**src/verilog/bomb_audio_pkg.sv**
```systemverilog
`default_nettype none

package bomb_audio_pkg;

  // one game second, scaled down for simulation
  localparam int unsigned SEC_CYCLES = 2000;
  localparam int unsigned HALF_CYCLES = SEC_CYCLES / 2;
  localparam int unsigned QTR_CYCLES = SEC_CYCLES / 4;
  localparam int unsigned SEC_W = $clog2(SEC_CYCLES);

  // order of the enum is also the output priority, error first
  typedef enum logic [1:0] {
    SND_ERROR,
    SND_BOOM,
    SND_PUZZLE,
    SND_TICK
  } sound_e;

  localparam int unsigned NUM_SOUNDS = 4;

  // clock cycles between audio toggles, indexed by sound_e
  localparam int unsigned HALF_PERIOD [NUM_SOUNDS] = '{12, 30, 10, 7};
  // toggles per sound, even so every sound ends low
  localparam int unsigned TOGGLES [NUM_SOUNDS] = '{20, 40, 16, 8};

  function automatic int unsigned max4(input int unsigned a, input int unsigned b,
                                       input int unsigned c, input int unsigned d);
    int unsigned m;
    m = (a > b) ? a : b;
    m = (c > m) ? c : m;
    m = (d > m) ? d : m;
    return m;
  endfunction

  // counter widths cover the largest table entry
  localparam int unsigned HP_CNT_W =
    $clog2(max4(HALF_PERIOD[0], HALF_PERIOD[1], HALF_PERIOD[2], HALF_PERIOD[3]) + 1);
  localparam int unsigned TOG_CNT_W =
    $clog2(max4(TOGGLES[0], TOGGLES[1], TOGGLES[2], TOGGLES[3]) + 1);

  typedef enum logic {
    CH_IDLE,
    CH_PLAY
  } chan_state_e;

  // mm:ss as minutes, tens of seconds, ones of seconds
  typedef struct packed {
    logic [2:0] minutes;
    logic [2:0] sec_tens;
    logic [3:0] sec_ones;
  } game_time_t;

  // wrap values of the mixed-radix seconds digits
  localparam logic [3:0] ONES_MAX = 4'd9;
  localparam logic [2:0] TENS_MAX = 3'd5;

  typedef struct packed {
    logic active;
    logic tone;
  } chan_out_t;

  typedef struct packed {
    logic sec;
    logic half;
    logic quarter;
  } tick_strobes_t;

  // seconds-tens thresholds for the faster tick rates
  localparam logic [2:0] FAST_TENS = 3'd3;
  localparam logic [2:0] FASTER_TENS = 3'd1;

endpackage

`default_nettype wire

```
**src/verilog/strobe_gen.sv**
```systemverilog
`timescale 1ns/100ps
`default_nettype none

module strobe_gen
  import bomb_audio_pkg::*;
(
  input  wire logic   clk,
  input  wire logic   nrst,
  output tick_strobes_t strobes
);

  // free-running cycle counter, one game second per lap
  logic [SEC_W-1:0] cnt;
  logic at_sec;
  logic at_half;
  logic at_qtr;

  always_ff @(posedge clk, negedge nrst) begin
    if (!nrst) begin
      cnt <= '0;
    end else if (cnt == SEC_W'(SEC_CYCLES - 1)) begin
      cnt <= '0;
    end else begin
      cnt <= cnt + 1'b1;
    end
  end

  // decode points on the same counter
  // so all three rates stay phase-aligned
  always_comb begin
    at_sec = (cnt == SEC_W'(SEC_CYCLES - 1));
    // half rate also fires on every sec point
    at_half = at_sec || (cnt == SEC_W'(HALF_CYCLES - 1));
    // quarter rate covers the half points plus two more
    at_qtr = at_half ||
             (cnt == SEC_W'(QTR_CYCLES - 1)) ||
             (cnt == SEC_W'(3 * QTR_CYCLES - 1));
  end

  // registered so each strobe is a clean one-cycle pulse
  always_ff @(posedge clk, negedge nrst) begin
    if (!nrst) begin
      strobes <= '0;
    end else begin
      strobes.sec     <= at_sec;
      strobes.half    <= at_half;
      strobes.quarter <= at_qtr;
    end
  end

endmodule

`default_nettype wire

```
**src/verilog/countdown_timer.sv**
```systemverilog
`timescale 1ns/100ps
`default_nettype none

module countdown_timer
  import bomb_audio_pkg::*;
(
  input  wire logic        clk,
  input  wire logic        nrst,
  input  wire logic        tick,
  input  wire logic        start,
  input  wire game_time_t  load_time,
  output game_time_t       time_left,
  output logic             running,
  output logic             expired
);

  game_time_t dec_time;
  logic dec_zero;
  // high for one cycle right after time_left lands on zero
  logic zero_hit;

  // mixed-radix decrement of mm:ss
  always_comb begin
    dec_time = time_left;
    if (time_left.sec_ones != 4'd0) begin
      dec_time.sec_ones = time_left.sec_ones - 4'd1;
    end else begin
      dec_time.sec_ones = ONES_MAX;
      if (time_left.sec_tens != 3'd0) begin
        dec_time.sec_tens = time_left.sec_tens - 3'd1;
      end else begin
        // borrow from minutes
        dec_time.sec_tens = TENS_MAX;
        dec_time.minutes  = time_left.minutes - 3'd1;
      end
    end
  end

  // next value would be 0:00
  assign dec_zero = (dec_time == '0);

  always_ff @(posedge clk, negedge nrst) begin
    if (!nrst) begin
      time_left <= '0;
      running   <= 1'b0;
      zero_hit  <= 1'b0;
      expired   <= 1'b0;
    end else begin
      // expiry pulse trails the zero value by one cycle
      expired  <= zero_hit;
      zero_hit <= 1'b0;
      if (start) begin
        // start also reloads a timer that is already running
        time_left <= load_time;
        // a zero load has nothing to count
        running   <= (load_time != '0);
      end else if (running && tick) begin
        time_left <= dec_time;
        if (dec_zero) begin
          running  <= 1'b0;
          zero_hit <= 1'b1;
        end
      end
    end
  end

endmodule

`default_nettype wire

```
**src/verilog/tone_channel.sv**
```systemverilog
`timescale 1ns/100ps
`default_nettype none

module tone_channel
  import bomb_audio_pkg::*;
#(
  parameter sound_e sound = SND_TICK
) (
  input  wire logic clk,
  input  wire logic nrst,
  input  wire logic trig,
  output chan_out_t chan
);

  chan_state_e state;
  // cycles since the last toggle
  logic [HP_CNT_W-1:0] hp_cnt;
  // toggles done so far in this burst
  logic [TOG_CNT_W-1:0] tog_cnt;
  logic tone;
  logic hp_done;
  logic last_toggle;

  // toggle point and final toggle, from the table row of this sound
  assign hp_done     = (hp_cnt == HP_CNT_W'(HALF_PERIOD[sound] - 1));
  assign last_toggle = (tog_cnt == TOG_CNT_W'(TOGGLES[sound] - 1));

  always_ff @(posedge clk, negedge nrst) begin
    if (!nrst) begin
      state   <= CH_IDLE;
      hp_cnt  <= '0;
      tog_cnt <= '0;
      tone    <= 1'b0;
    end else if (trig) begin
      // start or restart the burst
      // count starts at 1 so the first rise lands HALF_PERIOD after the trigger
      state   <= CH_PLAY;
      hp_cnt  <= HP_CNT_W'(1);
      tog_cnt <= '0;
      tone    <= 1'b0;
    end else begin
      case (state)
        CH_IDLE: begin
          hp_cnt  <= '0;
          tog_cnt <= '0;
          tone    <= 1'b0;
        end
        CH_PLAY: begin
          if (hp_done) begin
            hp_cnt <= '0;
            if (last_toggle) begin
              // burst over, park low
              state   <= CH_IDLE;
              tog_cnt <= '0;
              tone    <= 1'b0;
            end else begin
              tog_cnt <= tog_cnt + 1'b1;
              tone    <= ~tone;
            end
          end else begin
            hp_cnt <= hp_cnt + 1'b1;
          end
        end
        default: begin
          state <= CH_IDLE;
        end
      endcase
    end
  end

  assign chan.active = (state == CH_PLAY);
  assign chan.tone   = tone;

endmodule

`default_nettype wire

```
**src/verilog/audio_sequencer.sv**
```systemverilog
`timescale 1ns/100ps
`default_nettype none

module audio_sequencer
  import bomb_audio_pkg::*;
(
  input  wire logic          clk,
  input  wire logic          nrst,
  input  wire tick_strobes_t strobes,
  input  wire game_time_t    time_left,
  input  wire logic          running,
  input  wire logic          expired,
  input  wire logic          wrong_move,
  input  wire logic          module_cleared,
  output logic               audio
);

  logic tick_sel;
  logic last_minute;
  // trigger vectors indexed by sound_e
  logic [NUM_SOUNDS-1:0] trig_d;
  logic [NUM_SOUNDS-1:0] trig_q;
  chan_out_t chans [NUM_SOUNDS];
  logic sel_tone;

  assign last_minute = (time_left.minutes == 3'd0);

  // tick rate from time left
  // quarter below 0:20, half below 0:40, else once a second
  always_comb begin
    if (last_minute && (time_left.sec_tens <= FASTER_TENS)) begin
      tick_sel = strobes.quarter;
    end else if (last_minute && (time_left.sec_tens <= FAST_TENS)) begin
      tick_sel = strobes.half;
    end else begin
      tick_sel = strobes.sec;
    end
  end

  always_comb begin
    trig_d             = '0;
    trig_d[SND_ERROR]  = wrong_move;
    // boom comes from timer expiry
    trig_d[SND_BOOM]   = expired;
    trig_d[SND_PUZZLE] = module_cleared;
    // no ticks once the timer stops
    trig_d[SND_TICK]   = tick_sel && running;
  end

  always_ff @(posedge clk, negedge nrst) begin
    if (!nrst) begin
      trig_q <= '0;
    end else begin
      trig_q <= trig_d;
    end
  end

  // one channel per sound, each keeps running even when it loses the output
  for (genvar g = 0; g < NUM_SOUNDS; g++) begin : g_chan
    tone_channel #(
      .sound (sound_e'(g))
    ) chan_i (
      .clk  (clk),
      .nrst (nrst),
      .trig (trig_q[g]),
      .chan (chans[g])
    );
  end

  // fixed priority, lowest index wins
  // scan from the bottom so the top active channel is assigned last
  always_comb begin
    sel_tone = 1'b0;
    for (int i = NUM_SOUNDS - 1; i >= 0; i--) begin
      if (chans[i].active) begin
        sel_tone = chans[i].tone;
      end
    end
  end

  always_ff @(posedge clk, negedge nrst) begin
    if (!nrst) begin
      audio <= 1'b0;
    end else begin
      audio <= sel_tone;
    end
  end

endmodule

`default_nettype wire

```
**src/verilog/bomb_audio_top.sv**
```systemverilog
`timescale 1ns/100ps
`default_nettype none

module bomb_audio_top
  import bomb_audio_pkg::*;
(
  input  wire logic       clk,
  input  wire logic       nrst,
  input  wire logic       start,
  input  wire game_time_t load_time,
  input  wire logic       wrong_move,
  input  wire logic       module_cleared,
  output logic            audio,
  output game_time_t      time_left,
  output logic            running
);

  tick_strobes_t strobes;
  logic expired;

  // sec, half and quarter pulses off one counter
  strobe_gen strobe_i (
    .clk     (clk),
    .nrst    (nrst),
    .strobes (strobes)
  );

  // only the one-second strobe moves the clock
  countdown_timer timer_i (
    .clk       (clk),
    .nrst      (nrst),
    .tick      (strobes.sec),
    .start     (start),
    .load_time (load_time),
    .time_left (time_left),
    .running   (running),
    .expired   (expired)
  );

  audio_sequencer seq_i (
    .clk            (clk),
    .nrst           (nrst),
    .strobes        (strobes),
    .time_left      (time_left),
    .running        (running),
    .expired        (expired),
    .wrong_move     (wrong_move),
    .module_cleared (module_cleared),
    .audio          (audio)
  );

endmodule

`default_nettype wire

```
**config.mk**
```make
export PLATFORM = sky130hd
export DESIGN_NAME = bomb_audio_top
export DESIGN_NICKNAME = d
export VERILOG_FILES = /design/src/verilog/bomb_audio_pkg.sv /design/src/verilog/strobe_gen.sv /design/src/verilog/countdown_timer.sv /design/src/verilog/tone_channel.sv /design/src/verilog/audio_sequencer.sv /design/src/verilog/bomb_audio_top.sv
export SDC_FILE = /design/constraint.sdc
export NUM_CORES = 1
export LEC_CHECK = 0
export BUFFER_PORTS_ARGS = -buffer_cell sky130_fd_sc_hd__buf_2
export CAP_MARGIN = 20
export CORE_MARGIN = 5
export CORE_UTILIZATION = 35
export CTS_CLUSTER_DIAMETER = 150
export DETAILED_ROUTE_END_ITERATION = 8
export GPL_TIMING_DRIVEN = 0
export PLACE_DENSITY_LB_ADDON = 0.05
export SYNTH_ARGS = -nofsm -noshare
export SYNTH_HDL_FRONTEND = slang
export SYNTH_HIERARCHICAL = 1
export SYNTH_SLANG_ARGS = --single-unit
```
**constraint.sdc**
```tcl
create_clock -name clk -period 1.76 [get_ports clk]
set_input_delay 0.088 -clock clk [delete_from_list [all_inputs] [get_ports clk]]
set_output_delay 0.088 -clock clk [all_outputs]
set_load 0.05 [all_outputs]
```
==> impl_metrics.py, run 1 <==
metrics = {
    "status": {
        "status": "completed",
    },
    "sta": {
        "finalSetupViolations": 0,
        "final.setup_skew_ns": 0.00589,
        "setup_ws_ns": 0.0456,
        "fmax_mhz": 583,
        "hold_viol": 0,
        "relSlewSlack": 0.706,
        "finalCriticalPeriod_ns": 1.71,
        "slew_violations": 0,
        "tightest_slew_ns": 0.442,
        "finalCritPeriodShare": 0.974,
    },
    "die": {
        "initial_core_util": 0.360,
        "fp.coreArea_um2": 12200,
        "die_h_um": 122,
        "die_x_um": 122,
        "dieArea_um2": 14800,
        "io_pins": 27,
        "row_count": 40,
    },
    "final_layout": {
        "antenna_cells": 0,
        "multi_input_area_um2": 2090,
        "n_fill_cell": 1190,
        "area_delta_synth_final_pct": 17.1,
        "drive_above_1_share": 0.190,
        "final_area_um2": 5130,
        "final_nets": 494,
        "seqCellArea_um2": 2110,
    },
    "grt": {
        "gr-usage-met1": 0.159,
        "overflow": 0,
        "grt_antenna_before_repair": 0,
        "grt_pass1_vias": 3182,
        "grt_busiest_layer": "met2",
        "grt_max_degree": 62,
        "grtUsageMet3": 0.0432,
        "use_met2": 0.214,
        "grt_pass1_wl_um": 15400,
        "grt_usage": 0.129,
    },
    "yosys": {
        "yosys_warnings": 6,
        "synth.ff_latch_count": 84,
        "postSynthCellCount": 418,
        "syn_area_per_cell_um2": 10.5,
        "synth_flop_cell": "dfrtp_1",
        "yosysSeqAreaShare": 0.480,
        "yosysUniqueCellTypes": 72,
        "yosysTopAreaCell": "dfrtp_1",
        "async_flop_share": 1.00,
        "synth.most_common_cell": "dfrtp_1",
        "synth_edf_count": 0,
        "synthTopCellsByArea": "dfrtp_1, ha_1, xor2_1",
        "syn-num-nets": 449,
        "synth_common_cells": "dfrtp_1, nor2_1, nand2_1, xor2_1, nand3_1",
        "synth_area_um2": 4380,
        "yosysTopAreaCellShare": 0.480,
    },
    "clock_tree": {
        "postCtsSetupRepairBufs": 0,
        "path_clk_slew_ns": 0.06,
        "numCtsBuffers": 9,
        "tritoncts": "yes",
        "clockBufferDepth": 2,
        "clock_latency_ns": 0.34,
        "cts_sinks": 84,
        "ctsHtreeMaxLevel": 3,
        "ctsRootBufferMaster": "clkbuf_16",
    },
    "detailed_routing": {
        "firstDrtPassIters": 4,
        "drt_iter0_markers": 143,
        "viasPerCell": 4.91,
        "drc": 0,
        "routed_wirelength_um": 8520,
        "wl_per_cell_um": 13.4,
        "ant_nets": 0,
        "via_count": 3122,
    },
    "place": {
        "dp_slack_ns": -0.309,
        "numPortBuffers": 25,
        "gp_congestion": 0.775,
        "placed_area_um2": 4760,
        "dp_hpwl_um": 5930,
    },
    "worst_hold_path": {
        "hp-class": "in -> reg",
    },
    "power": {
        "p_int_mw": 3.30,
        "swShare": 0.271,
        "seq_power_share": 0.483,
        "ir_worst_vdd_uv": 483,
        "p_switching_mw": 1.23,
        "leakage_nw": 2.23,
        "powerDensity_nw_per_um2": 883,
        "pwr-share-comb": 0.133,
        "clkPwrFrac": 0.383,
    },
    "critical_path": {
        "cp_slowest_cell": "or4_1",
        "cpMostUsedCell": "or4_1",
        "cp.required_ns": 2.02,
        "crit_type": "reg -> reg",
        "startpoint_type": "register",
        "path_delay_family": "simple AND/OR/NAND/NOR gates",
        "path_buf_inv": 0,
        "slowest_delay_ns": 0.56,
        "endpoint_kind": "register",
        "critPathArrivalTime_ns": 1.97,
        "path_cells": "or4_1 > or4_1 > a31oi_1",
        "cp_max_fo": 7,
    },
    "job": {
        "drv_cap": 0,
    },
}
layout make-up:
cell class,instances,area share
Buffer,20,0.0310
Clock buffer,11,0.0474
Clock inverter,5,0.00537
Inverter,14,0.0103
Multi-Input combinational cell,300,0.408
Sequential cell,84,0.411
Tap cell,168,0.0410
Timing Repair Buffer,34,0.0459
worst min-delay path: stages:
cell	delay (ns)
buf_2	0.10
nor2_1	0.09
a31oi_1	0.05
power groups by stage:
| stage | clock (mW) | combinational, mW | sequential (mW) |
|---|---|---|---|
| 6_report | 1.74 | 0.603 | 2.19 |
| 5_1_grt | 1.91 | 0.687 | 2.21 |
| 4_1_cts | 1.82 | 0.613 | 2.19 |
| 3_5_place_dp | 0 | 0.599 | 2.22 |
| 3_3_place_gp | 0 | 0.585 | 2.22 |
| 2_1_floorplan | 0 | 0.360 | 2.26 |
through the flow:
step,power (mW),TNS [ns],hold slack (ns),utilization,instances
finish,4.53,0,0.0309,0.422,636
global route,4.81,-0.00351,0.0138,0.422,636
CTS,4.62,0,0.00658,0.420,636
detailed placement,2.82,-0.980,0.0288,0.391,612
global placement,2.80,-22.43,0.197,0.389,611
floorplan,2.62,0,-0.208,-,418
flip-flops by register name (all words and copies together) (netlist names), 3 cells and up:
signal	flops
seq_i/g_chan.chan_i/tog_cnt	24
seq_i/g_chan.chan_i/hp_cnt	20
strobe_i/cnt	11
timer_i/time_left	10
seq_i/g_chan.chan_i/state	4
seq_i/g_chan.chan_i/tone	4
seq_i/trig_q	4
strobe_i/strobes	3
final timing paths:
check / cells past startpoint / from / slack, ns / end
min: 3 / load_time[3] / 0.03 / timer_i/time_left[3]
min in group asynchronous: 2 / nrst / 0.20 / seq_i/g_chan[2].chan_i/hp_cnt[2]
max reg2reg: 3 / timer_i/time_left[1] / 0.05 / timer_i/time_left[9]
max: 3 / timer_i/time_left[1] / 0.05 / timer_i/time_left[9]
max in group asynchronous: 3 / nrst / 0.94 / strobe_i/cnt[4]
min reg2reg: 0 / timer_i/zero_hit / 0.36 / timer_i/expired
cell usage in the layout, fill, tap and decap left out, types with 4 or more instances in the layout:
master          n
clkinv_2        4
nand2_1        35
a31o_2          5
nand3_1        18
dlygate4sd3_1   8
o21ai_0        17
xor2_1         21
and4_1          6
clkbuf_16       9
inv_1          14
ha_1           16
xnor2_1        10
buf_4          10
or3_1           4
a31oi_1         6
nor2b_1         7
a21oi_1        11
dfrtp_1        80
nand2b_1        9
mux2i_1         7
nor2_1         43
buf_6           5
nor4_1          5
nand4_1         4
or4_1           4
buf_2          26
dfrtp_2         4
nor3_1          6
cell families after synthesis:
| kind of cell | after synthesis | share of synthesized area |
|---|---|---|
| multiplexers | 7 | 0.0160 |
| buffers and inverters | 34 | 0.0469 |
| adder cells (fa/ha/maj) | 16 | 0.0457 |
| XOR/XNOR | 31 | 0.0620 |
| AO/OA/AOI/OAI | 72 | 0.120 |
| AND/OR/NAND/NOR | 174 | 0.229 |
| flip-flops | 84 | 0.480 |
metal layers:
metal  vias up  share of wire
met4         0          0.010
li1       1574              -
met3         7          0.036
met1      1508           0.47
met5         -              0
met2        33           0.48
repair_timing:
action	in CTS	in global routing
cloned	0	0
setup endpoints to repair	6	7
hold buffers	8	0
resized for setup	1	4
hold endpoints to repair	30	0
(Power assumes the default switching activity.)
==> inputs of run 2 (changes only) <==
--- a/config.mk
+++ b/config.mk
@@ -5,6 +5,7 @@
 export SDC_FILE = /design/constraint.sdc
 export NUM_CORES = 1
 export LEC_CHECK = 0
+export ABC_AREA = 1
 export BUFFER_PORTS_ARGS = -buffer_cell sky130_fd_sc_hd__buf_2
 export CAP_MARGIN = 20
 export CORE_MARGIN = 5
==> impl_metrics.py, run 2 <==
metrics = {
    "grt": {
        "grt_busiest_layer": "met2",
        "grt_antenna_before_repair": 0,
        "grt_pass1_wl_um": 16000,
        "grt_pass1_vias": 3464,
        "use_met2": 0.194,
        "gr-usage-met1": 0.165,
        "grt_max_degree": 46,
        "grt_usage": 0.123,
        "overflow": 0,
        "grtUsageMet3": 0.0227,
    },
    "sta": {
        "finalCritPeriodShare": 0.929,
        "tightest_slew_ns": 0.543,
        "setup_ws_ns": 0.124,
        "relSlewSlack": 0.638,
        "fmax_mhz": 611,
        "finalCriticalPeriod_ns": 1.64,
        "hold_viol": 0,
        "rsz0062_at_grt": "false",
        "slew_violations": 0,
        "final.setup_skew_ns": 0.00381,
        "finalSetupViolations": 0,
    },
    "yosys": {
        "synth.most_common_cell": "nand2_1",
        "syn_area_per_cell_um2": 8.12,
        "synth_top_family_by_area": "simple AND/OR/NAND/NOR gates",
        "yosysTopAreaCell": "dfrtp_1",
        "postSynthCellCount": 567,
        "synth_flop_cell": "dfrtp_1",
        "yosys_warnings": 6,
        "synthMuxAreaShare": 0,
        "synth_common_cells": "nand2_1, dfrtp_1, inv_1, nor2_1, nand3_1",
        "synth_xor_area_frac": 0.0247,
        "yosysTopAreaCellShare": 0.457,
        "syn-num-nets": 598,
        "synth_adder_area_share": 0.0435,
        "synth.ff_latch_count": 84,
        "synthTopCellsByArea": "dfrtp_1, nand2_1, inv_1",
        "async_flop_share": 1.00,
        "yosysUniqueCellTypes": 37,
        "synth_compound_area_frac": 0.0772,
        "yosys.area_share.simple": 0.307,
        "synth_edf_count": 0,
        "synth_area_um2": 4600,
        "yosysSeqAreaShare": 0.457,
    },
    "critical_path": {
        "r2r_start": "timer_i/time_left[6]",
        "endpoint_kind": "register",
        "r2r_slack_ns": 0.12,
        "cp_max_fo": 7,
        "cp.required_ns": 1.98,
        "critPathArrivalTime_ns": 1.86,
        "startpoint_type": "register",
        "worstSetupStartpoint": "timer_i/time_left[6]",
        "crit_type": "reg -> reg",
    },
    "final_layout": {
        "final_area_um2": 5300,
        "area_delta_synth_final_pct": 15.1,
        "antenna_cells": 0,
        "final_nets": 641,
        "reg_top3": "seq_i/g_chan.chan_i/tog_cnt (24), seq_i/g_chan.chan_i/hp_cnt (20), strobe_i/cnt (11)",
        "final_util": 0.405,
        "final_common_cell": "nand2_1",
        "largest_register": "seq_i/g_chan.chan_i/tog_cnt",
        "final_cell_mix": "nand2_1, dfrtp_1, inv_1",
        "seqCellArea_um2": 2100,
        "largest_reg_flops": 24,
        "multi_input_area_um2": 2080,
        "layoutNonFillerInstCount": 789,
        "drive_above_1_share": 0.170,
        "n_fill_cell": 1356,
    },
    "place": {
        "dp_cells": 769,
        "numPortBuffers": 25,
        "dp_slack_ns": 0.155,
        "dp_hpwl_um": 6530,
        "placed_area_um2": 4980,
        "gp_congestion": 0.858,
    },
    "clock_tree": {
        "ctsRootBufferMaster": "clkbuf_16",
        "tritoncts": "yes",
        "postCtsSetupRepairBufs": 0,
        "numCtsBuffers": 9,
        "path_clk_slew_ns": 0.06,
        "ctsHtreeMaxLevel": 3,
        "clockBufferDepth": 2,
        "cts_resized": 0,
        "cts_sinks": 84,
        "clock_latency_ns": 0.33,
        "cts_hold_buf": 6,
    },
    "detailed_routing": {
        "firstDrtPassIters": 4,
        "wl_per_cell_um": 11.3,
        "routed_wirelength_um": 8880,
        "ant_nets": 0,
        "viasPerCell": 4.43,
        "via_count": 3493,
        "drc": 0,
        "drt_iter0_markers": 198,
    },
    "die": {
        "initial_core_util": 0.352,
        "die_h_um": 125,
        "fp.coreArea_um2": 13100,
        "die_x_um": 125,
        "row_count": 42,
        "dieArea_um2": 15500,
        "io_pins": 27,
    },
    "worst_hold_path": {
        "hp-class": "in -> reg",
        "hold_start": "load_time[3]",
    },
    "job": {
        "drv_cap": 0,
    },
    "status": {
        "status": "completed",
    },
    "power": {
        "finalPower_mw": 4.59,
        "ir_worst_vdd_uv": 313,
        "leakage_nw": 2.67,
        "powerDensity_nw_per_um2": 866,
    },
}
[run 2: cell types whose count changed after synthesis, moves of 7 or more]
cell / change
nor2_4: +10
nand2_2: +13
nand3_1: +18
mux2i_1: -7
nor2_1: +29
xor2_1: -13
nor2_2: +7
nand2b_1: -8
nor2b_1: -7
inv_1: +64
nand2_1: +95
a21oi_1: +9
[run 2: cells by family after synthesis]
kind of cell / after synthesis
adders and majority gates: 16
and+or+nand+nor: 296
xor gates and xnor gates: 13
DFF: 84
buffers and inverters: 99
AOI/OAI and AO/OA: 59
[run 2: power breakdown]
group	internal, mW	switching, mW	leakage [nW]
Clock	0.977	0.723	0.125
Sequential	2.05	0.136	1.09
Combinational	0.263	0.436	1.45
[run 2: final cells by class]
cell class,instances,area share
buffer,11,0.0163
multi-input combinational,384,0.393
inverter,88,0.0628
sequential,84,0.397
clock buffer,12,0.0465
timing repair buffer,32,0.0406
clock inverter,2,0.00236
tap,176,0.0415
[run 2: worst paths after layout]
check,endpoint,cells after the start
worst max-delay path,timer_i/running,12
worst min-delay path,timer_i/time_left[3],3
worst max register to register,timer_i/running,12
worst min register to register,seq_i/trig_q[1],0
max in group asynchronous,timer_i/time_left[4],3
min in group asynchronous,seq_i/g_chan[0].chan_i/tog_cnt[4],2
[run 2: stage by stage]
stage,hold slack [ns],TNS [ns]
3_5_place_dp,0.118,0
3_3_place_gp,0.198,-22.89
2_1_floorplan,-0.208,0
4_1_cts,0.00611,0
5_1_grt,0.0355,0
6_report,0.00611,0
[run 2: layer usage]
layer,vias to the layer above,part of all wire
li1,1867,-
met1,1569,0.51
met2,44,0.44
met3,13,0.032
met4,0,0.022
met5,-,0
[run 2: critical path, cell delays in order (launching register included)]
cell	delay, ns
dfrtp_1	0.48
inv_1	0.10
ha_1	0.22
inv_1	0.12
nand2_1	0.06
nand3_1	0.08
nand2_2	0.06
clkinv_2	0.05
nand3_2	0.07
nor2_2	0.09
nand2_1	0.08
nand2_1	0.06
nand2_1	0.04
